--- config.mk ---
export PLATFORM = sky130hd
export DESIGN_NAME = memCtrl
export DESIGN_NICKNAME = d
export VERILOG_FILES = /design/src/clientPkg.sv /design/src/ramPkg.sv /design/src/memCtrl.sv
export VERILOG_INCLUDE_DIRS = /design/src
export SDC_FILE = /design/constraint.sdc
export NUM_CORES = 1
export LEC_CHECK = 0
export BUFFER_PORTS_ARGS = -buffer_cell sky130_fd_sc_hd__buf_2
export CAP_MARGIN = 0
export CORE_ASPECT_RATIO = 0.75
export CORE_MARGIN = 2
export CORE_UTILIZATION = 49
export DETAILED_ROUTE_END_ITERATION = 8
export PLACE_DENSITY_LB_ADDON = 0.25
export SLEW_MARGIN = 10
export SYNTH_ARGS = -nofsm -noshare
export SYNTH_HDL_FRONTEND = slang
export SYNTH_SLANG_ARGS = --single-unit
--- constraint.sdc ---
create_clock -name clk -period 4.6 [get_ports clk]
set_input_delay 0.69 -clock clk [delete_from_list [all_inputs] [get_ports clk]]
set_output_delay 0.69 -clock clk [all_outputs]
set_load 0.02 [all_outputs]
--- src/memCtrl_macros.svh ---
`ifndef MEM_CTRL_MACROS_SVH
`define MEM_CTRL_MACROS_SVH

// byte address into main memory
`define MEM_ADDR_W 17

// client word width
`define MEM_DATA_W 32

// width of one RAM location
`define MEM_BYTE_W 8

// RAM size in bytes
`define MEM_DEPTH 131072

`endif
--- src/clientPkg.sv ---
`include "memCtrl_macros.svh"

package clientPkg;

    // value is the number of bytes moved
    typedef enum logic [2:0] {
        lenByte = 3'd1,
        lenHalf = 3'd2,
        lenWord = 3'd4
    } accLenE;

    // controller sequencing
    typedef enum logic [1:0] {
        stIdle  = 2'd0,
        stFetch = 2'd1,
        stLoad  = 2'd2,
        stStore = 2'd3
    } ctrlStateE;

    // instruction fetch request
    typedef struct packed {
        logic                   en;
        logic [`MEM_ADDR_W-1:0] addr;
    } fetchReqS;

    // data cache request
    typedef struct packed {
        logic                   en;
        logic                   isStore;
        accLenE                 len;
        logic [`MEM_ADDR_W-1:0] addr;
        logic [`MEM_DATA_W-1:0] wdata;
    } dataReqS;

    // fields are zero outside the done cycle
    typedef struct packed {
        logic                   done;
        logic [`MEM_DATA_W-1:0] inst;
    } fetchRspS;

    typedef struct packed {
        logic                   done;
        logic [`MEM_DATA_W-1:0] rdata;
    } dataRspS;

endpackage

--- src/ramPkg.sv ---
`include "memCtrl_macros.svh"

package ramPkg;

    // direction of one RAM cycle
    typedef enum logic {
        memRead  = 1'b0,
        memWrite = 1'b1
    } memRwE;

    // one byte-wide RAM cycle
    typedef struct packed {
        memRwE                  rw;
        logic [`MEM_ADDR_W-1:0] addr;
        logic [`MEM_BYTE_W-1:0] wdata;
    } ramCmdS;

endpackage

--- src/memCtrl.sv ---
`include "memCtrl_macros.svh"

module memCtrl
    import ramPkg::*, clientPkg::*;
(
    input  logic                   clk,
    input  logic                   rst,
    input  logic                   i_rdy,
    input  logic                   i_ioBufferFull,
    input  fetchReqS               i_fetchReq,
    input  dataReqS                i_dataReq,
    output fetchRspS               o_fetchRsp,
    output dataRspS                o_dataRsp,
    output ramCmdS                 o_ramCmd,
    input  logic [`MEM_BYTE_W-1:0] i_ramRdata
);

    ctrlStateE                state;
    logic [2:0]               stage;

    // latched request
    logic [`MEM_ADDR_W-1:0]   addrQ;
    accLenE                   lenQ;
    logic [`MEM_DATA_W-1:0]   wdataQ;

    // first three read bytes in little-endian order
    logic [3*`MEM_BYTE_W-1:0] asmQ;

    logic                     active;
    logic                     reading;
    logic [2:0]               lenCnt;
    logic                     lastRead;
    logic                     lastWrite;
    logic [2:0]               issueIdx;
    logic [`MEM_BYTE_W-1:0]   storeByte;

    // frozen by either level
    assign active = i_rdy && !i_ioBufferFull;

    assign reading = (state == stFetch) || (state == stLoad);
    assign lenCnt = lenQ;

    // read done comes one stage past the last issued byte
    assign lastRead = (stage == lenCnt);
    assign lastWrite = (stage + 3'd1 == lenCnt);

    assign storeByte = wdataQ[stage[1:0]*`MEM_BYTE_W +: `MEM_BYTE_W];

    // during a freeze keep presenting the last issued address
    // so the byte is read again when the freeze ends
    always_comb begin
        if (!active && stage != 3'd0) begin
            issueIdx = stage - 3'd1;
        end else begin
            issueIdx = stage;
        end
    end

    // state and stage
    always_ff @(posedge clk) begin
        if (rst) begin
            state <= stIdle;
            stage <= '0;
        end else if (active) begin
            case (state)
                stIdle: begin
                    stage <= '0;
                    // data side wins
                    if (i_dataReq.en) begin
                        if (i_dataReq.isStore) begin
                            state <= stStore;
                        end else begin
                            state <= stLoad;
                        end
                    end else if (i_fetchReq.en) begin
                        state <= stFetch;
                    end
                end
                stFetch, stLoad: begin
                    if (lastRead) begin
                        state <= stIdle;
                        stage <= '0;
                    end else begin
                        stage <= stage + 3'd1;
                    end
                end
                stStore: begin
                    if (lastWrite) begin
                        state <= stIdle;
                        stage <= '0;
                    end else begin
                        stage <= stage + 3'd1;
                    end
                end
                default: begin
                    state <= stIdle;
                    stage <= '0;
                end
            endcase
        end
    end

    // request capture and byte assembly
    always_ff @(posedge clk) begin
        if (active) begin
            if (state == stIdle) begin
                if (i_dataReq.en) begin
                    addrQ  <= i_dataReq.addr;
                    lenQ   <= i_dataReq.len;
                    wdataQ <= i_dataReq.wdata;
                end else if (i_fetchReq.en) begin
                    addrQ <= i_fetchReq.addr;
                    lenQ  <= lenWord;
                end
            end else if (reading) begin
                // byte k arrives at stage k+1
                case (stage)
                    3'd1: asmQ[0*`MEM_BYTE_W +: `MEM_BYTE_W] <= i_ramRdata;
                    3'd2: asmQ[1*`MEM_BYTE_W +: `MEM_BYTE_W] <= i_ramRdata;
                    3'd3: asmQ[2*`MEM_BYTE_W +: `MEM_BYTE_W] <= i_ramRdata;
                    default: ;
                endcase
            end
        end
    end

    // RAM command
    always_comb begin
        o_ramCmd.rw    = memRead;
        o_ramCmd.addr  = '0;
        o_ramCmd.wdata = '0;
        case (state)
            stFetch, stLoad: begin
                o_ramCmd.addr = addrQ + `MEM_ADDR_W'(issueIdx);
            end
            stStore: begin
                o_ramCmd.addr  = addrQ + `MEM_ADDR_W'(stage);
                o_ramCmd.wdata = storeByte;
                if (active) begin
                    o_ramCmd.rw = memWrite;
                end
            end
            default: ;
        endcase
    end

    // replies take the last byte straight from the RAM
    always_comb begin
        o_fetchRsp = '0;
        o_dataRsp  = '0;
        if (active) begin
            if (state == stFetch && lastRead) begin
                o_fetchRsp.done = 1'b1;
                o_fetchRsp.inst = {i_ramRdata, asmQ};
            end else if (state == stLoad && lastRead) begin
                o_dataRsp.done = 1'b1;
                // zero-extend by length
                case (lenQ)
                    lenByte: o_dataRsp.rdata = `MEM_DATA_W'(i_ramRdata);
                    lenHalf: begin
                        o_dataRsp.rdata = `MEM_DATA_W'({i_ramRdata,
                                                        asmQ[`MEM_BYTE_W-1:0]});
                    end
                    default: o_dataRsp.rdata = {i_ramRdata, asmQ};
                endcase
            end else if (state == stStore && lastWrite) begin
                // done with the last write
                o_dataRsp.done = 1'b1;
            end
        end
    end

endmodule

**Word-level counts from Yosys, hierarchy flattened**

Cells that the tools add are included.

- Logic and storage cells: 71
- Input bits: 84
- Latch bits: 0
- Output and inout port bits: 92
- Memory bits (writable): 0
- Bits in read-only memories: 0
- Memories: 0
- Register bits after elaboration: 81

- Add/subtract/negate cells: 4
- $lt $le $gt $ge: 0
- $mul: 0
- Multiplexer cells: 26
- Equal/unequal tests: 13
- Divide/modulo/power cells: 0
- Reduce and logical (&&, ||, !) cells: 18
- Bitwise gates (word level): 1
- Shift operators: 1

Operators by type and width:

| cell | number |
|---|---|
| two-way mux 33 bit | 4 |
| one-hot mux 32 bit (2 select lines) | 1 |
| adder 17 x 3 -> 17 bit | 2 |
| two-way mux 17 bit | 2 |
| one-hot mux 17 bit (2 select lines) | 1 |
| two-way mux 32 bit | 1 |
| variable part select 32 x 6 -> 8 bit | 1 |
| AND reduction 4 bit | 4 |
| two-way mux 3 bit | 5 |
| equality test 3 x 2 -> 1 bit, second input constant | 3 |
| one-hot mux 3 bit (3 select lines) | 1 |
| two-way mux 2 bit | 4 |
| two-way mux 8 bit | 1 |
| equality test 3 x 1 -> 1 bit, second input constant | 2 |
| equality test 3 bit | 2 |
| one-hot mux 2 bit (3 select lines) | 1 |
| AND reduction 3 bit | 2 |
| logical AND 1 bit | 5 |
| two-way mux 1 bit | 5 |
| equality test 2 bit, second input constant | 2 |
| inequality test 2 bit, second input constant | 2 |
| adder 3 x 1 -> 3 bit, second input constant | 1 |
| inequality test 3 bit, second input constant | 1 |
| nonzero test 3 bit | 1 |
| other kinds (8) | 9 |

**Logic depth before layout (Yosys ltp)**

- Depth in word-level cells: 7
- Mapped depth: 12
- Gate-level depth less buffers: 11

**Worst setup path after synthesis**

OpenSTA, ideal clock, no wires.

- Kind: reg-to-output
- From: register stage[0]
- To: output o_ramCmd[24] (netlist name)
- Arrival: 3.478 ns
- Setup slack: 0.432 ns
- Stages on the path, launching flop included: 13
- Path through: dfxtp_1 > buf_2 > inv_1 > ha_1 > a211oi_1 > xnor2_1 > ha_1 > inv_1 > fa_1 > nor2b_1 > o21bai_1 > or4_1 > a21oi_1

RTL lines:

| item | RTL line | RTL |
|---|---|---|
| start, declared | memCtrl.sv:19 | `logic [2:0] stage;` |
| start signal, assigned | memCtrl.sv:84 | `stage <= stage + 3'd1;` |
| start signal, assigned | memCtrl.sv:92 | `stage <= stage + 3'd1;` |
| end, declared | memCtrl.sv:14 | `output ramCmdS o_ramCmd,` |

==> impl_metrics.toml <==
[status]
status = "finished clean"

[power_and_ir_drop]
vdd_drop_max_v = 0.000223
power.leakage_nw = 2.52
p_total_mw = 1.74
powerDensity_mw_per_mm2 = 298

[yosys]
ys_seq_area_share_pct = 52.8
yosysTopAreaCellShare_pct = 50.6
synth_commonest_cells = "76 x edfxtp_1, 60 x and2_1, 37 x nor2_1, 21 x mux2_2, 16 x a21oi_1"
yosys-top-cells-area = "edfxtp_1 51%, and2_1 8.3%, mux2_2 5.2%"
synth.largest_area_cell = "edfxtp_1"
synth-edff-count = 76
synthCells = 378
ys_warn_count = 0
ys_ff_latch = 81
synth_most_common_cell = "edfxtp_1"
syn_nets = 478
syn_area_mm2 = 0.00451
ys_types = 43
async_flop_share_pct = 0
synthFlopType = "edfxtp_1"
avgSynthCellArea_um2 = 11.9

[critical_path]
cp.required_ps = 3910
worst_r2r_path_depth = 5
arrival_ps = 3540
startpoint_type = "register"
end_kind = "output pin"
crit_type = "register to output pin"
critPathMaxFanout = 8

[timing]
hold_viol_final = 0
slew_violations = 0
rsz0062_at_grt = "no"
setup_viol_count_final = 0
setup-tns-final_ps = 0
post-route-period-util_pct = 91.9
tightest_slew_ps = 1030
min_period_ps = 4230
fmax_ghz = 0.236
slew_headroom_pct = 30.5
finClkSkew_ps = 5.89

[cts]
clkTransAtPathRegs_ps = 60
cts-root-buf = "clkbuf_16"
clk_path_buf_depth = 2
numCtsBuffers = 9
cts_setup_buffers = 0
cts_tree = "built"
cts.htree.levels = 3
clock-sinks = 81
insertion_delay_ps = 330

[route]
firstDrtPassIters = 4
ant_nets = 0
post_drt_wl_per_cell_um = 15.6
drc = 0
drt_iter0_markers = 145
via_per_inst = 5.16
drt-total-wl_mm = 10.5
num_vias = 3464

[global_routing]
grt_max_degree = 34
grt_use_total_pct = 21.0
antenna_found_initial = 0
grt_pass1_wl_mm = 16.1
grt.overflow.total = 0
grt_pass1_vias = 3191

[run]
max-cap-violations = 0

[floorplan]
die_x_um = 115
design.die.area_mm2 = 0.0100
num_rows = 30
start_util_pct = 50.1
coreArea_mm2 = 0.00901
io_pins = 176
dieHeight_um = 87.1

[worst_hold_path]
hold_path_depth = 2
hold_path.class = "register to register"

[layout]
nets = 654
antenna_cells = 0
n_fill_cell = 718
drive_gt1_share_pct = 41.7
area_growth_pct = 29.3

[placed_design]
gp_congestion = 0.802
place.port_buffers = 175
place_hpwl_mm = 7.65
final cells by class:
| cell class | count | area, µm² | area share [%] |
|---|---|---|---|
| Inverter | 14 | 52.6 | 0.901 |
| Clock inverter | 7 | 86.3 | 1.48 |
| Timing Repair Buffer | 180 | 913 | 15.7 |
| Tap cell | 112 | 140 | 2.40 |
| Sequential cell | 81 | 2380 | 40.9 |
| Multi-Input combinational cell | 268 | 2030 | 34.8 |
| Clock buffer | 9 | 225 | 3.86 |
per-stage QoR:
step | area [µm²] | setup WS [ps] | cells | hold WS (ps) | util [%]
detailed placement | 5510 | 307 | 655 | 502 | 61.2
CTS | 5830 | 239 | 671 | 511 | 64.7
global route | 5830 | 175 | 671 | 514 | 64.7
finish | 5830 | 371 | 671 | 506 | 64.7
global placement | 5510 | 419 | 655 | 494 | 61.2
floorplan | 4510 | 432 | 378 | 472 | -
layer usage:
layer | vias to the layer above | part of all wire (%) | track usage [%]
li1 | 1716 | - | -
met1 | 1619 | 47 | 29.7
met2 | 123 | 46 | 32.9
met3 | 6 | 6.0 | 4.94
met4 | 0 | 0.75 | 5.91
met5 | - | 0 | 0
critical path, cell delays in order, from the launching register on:
cell and delay, ps:
dfxtp_1 320, inv_1 90, ha_1 240, a211oi_2 350, xnor2_1 170, ha_1 180
inv_1 50, fa_1 390, nor2b_1 290, o21bai_1 250, or4_1 520, a21oi_1 150
buf_2 190
report_power, final:
group | switching, mW | internal (mW) | leakage (nW)
Sequential | 0.0148 | 0.830 | 0.734
Combinational | 0.0858 | 0.0717 | 1.63
Clock | 0.302 | 0.433 | 0.150
flip-flops by register name (all words and copies together), names as in the netlist:
signal  flops
asmQ       24
addrQ      17
wdataQ     32
lenCnt      3
stage       3
state       2
placed cells by master, fill, tap and decap left out, types with 3 or more instances in the layout:
cell type / n
xor2_1: 6
inv_1: 14
nand3_1: 6
nor2_1: 35
o21ai_0: 8
and2_1: 60
clkbuf_16: 9
xnor2_1: 10
edfxtp_1: 76
nor2_2: 3
a2bb2oi_1: 8
nand2_1: 10
buf_4: 5
nand4_1: 3
a21oi_1: 16
mux2i_1: 8
ha_1: 15
o31ai_1: 4
mux4_2: 8
nor2b_1: 15
or4_1: 3
nor3b_1: 3
dfxtp_1: 5
mux2_2: 21
a21o_1: 3
buf_2: 175
kinds of logic (layout without fill, tap and decap cells):
kind of cell | after synthesis | count (layout) | synth area share, %
multiplexers | 37 | 37 | 11.0
AO/OA/AOI/OAI | 49 | 49 | 7.10
flip-flops | 81 | 81 | 52.8
adder cells (fa/ha/maj) | 16 | 16 | 4.60
AND/OR/NAND/NOR | 150 | 150 | 18.8
XOR/XNOR | 16 | 16 | 3.11
buffers and inverters | 29 | 210 | 2.52
worst paths after layout:
| path | start | end | slack, ps |
|---|---|---|---|
| setup / recovery | stage[0] | o_ramCmd[24] | 370 |
| hold / removal | state[0] | state[0] | 510 |
| setup reg to reg | stage[0] | asmQ[19] | 2370 |
| hold reg to reg | state[0] | state[0] | 510 |
what timing repair did:
item,4_1_cts,5_1_grt
endpoints found under the setup margin,0,1
hold buffers,0,0
resized for setup,0,1
(Power assumes the default switching activity.)
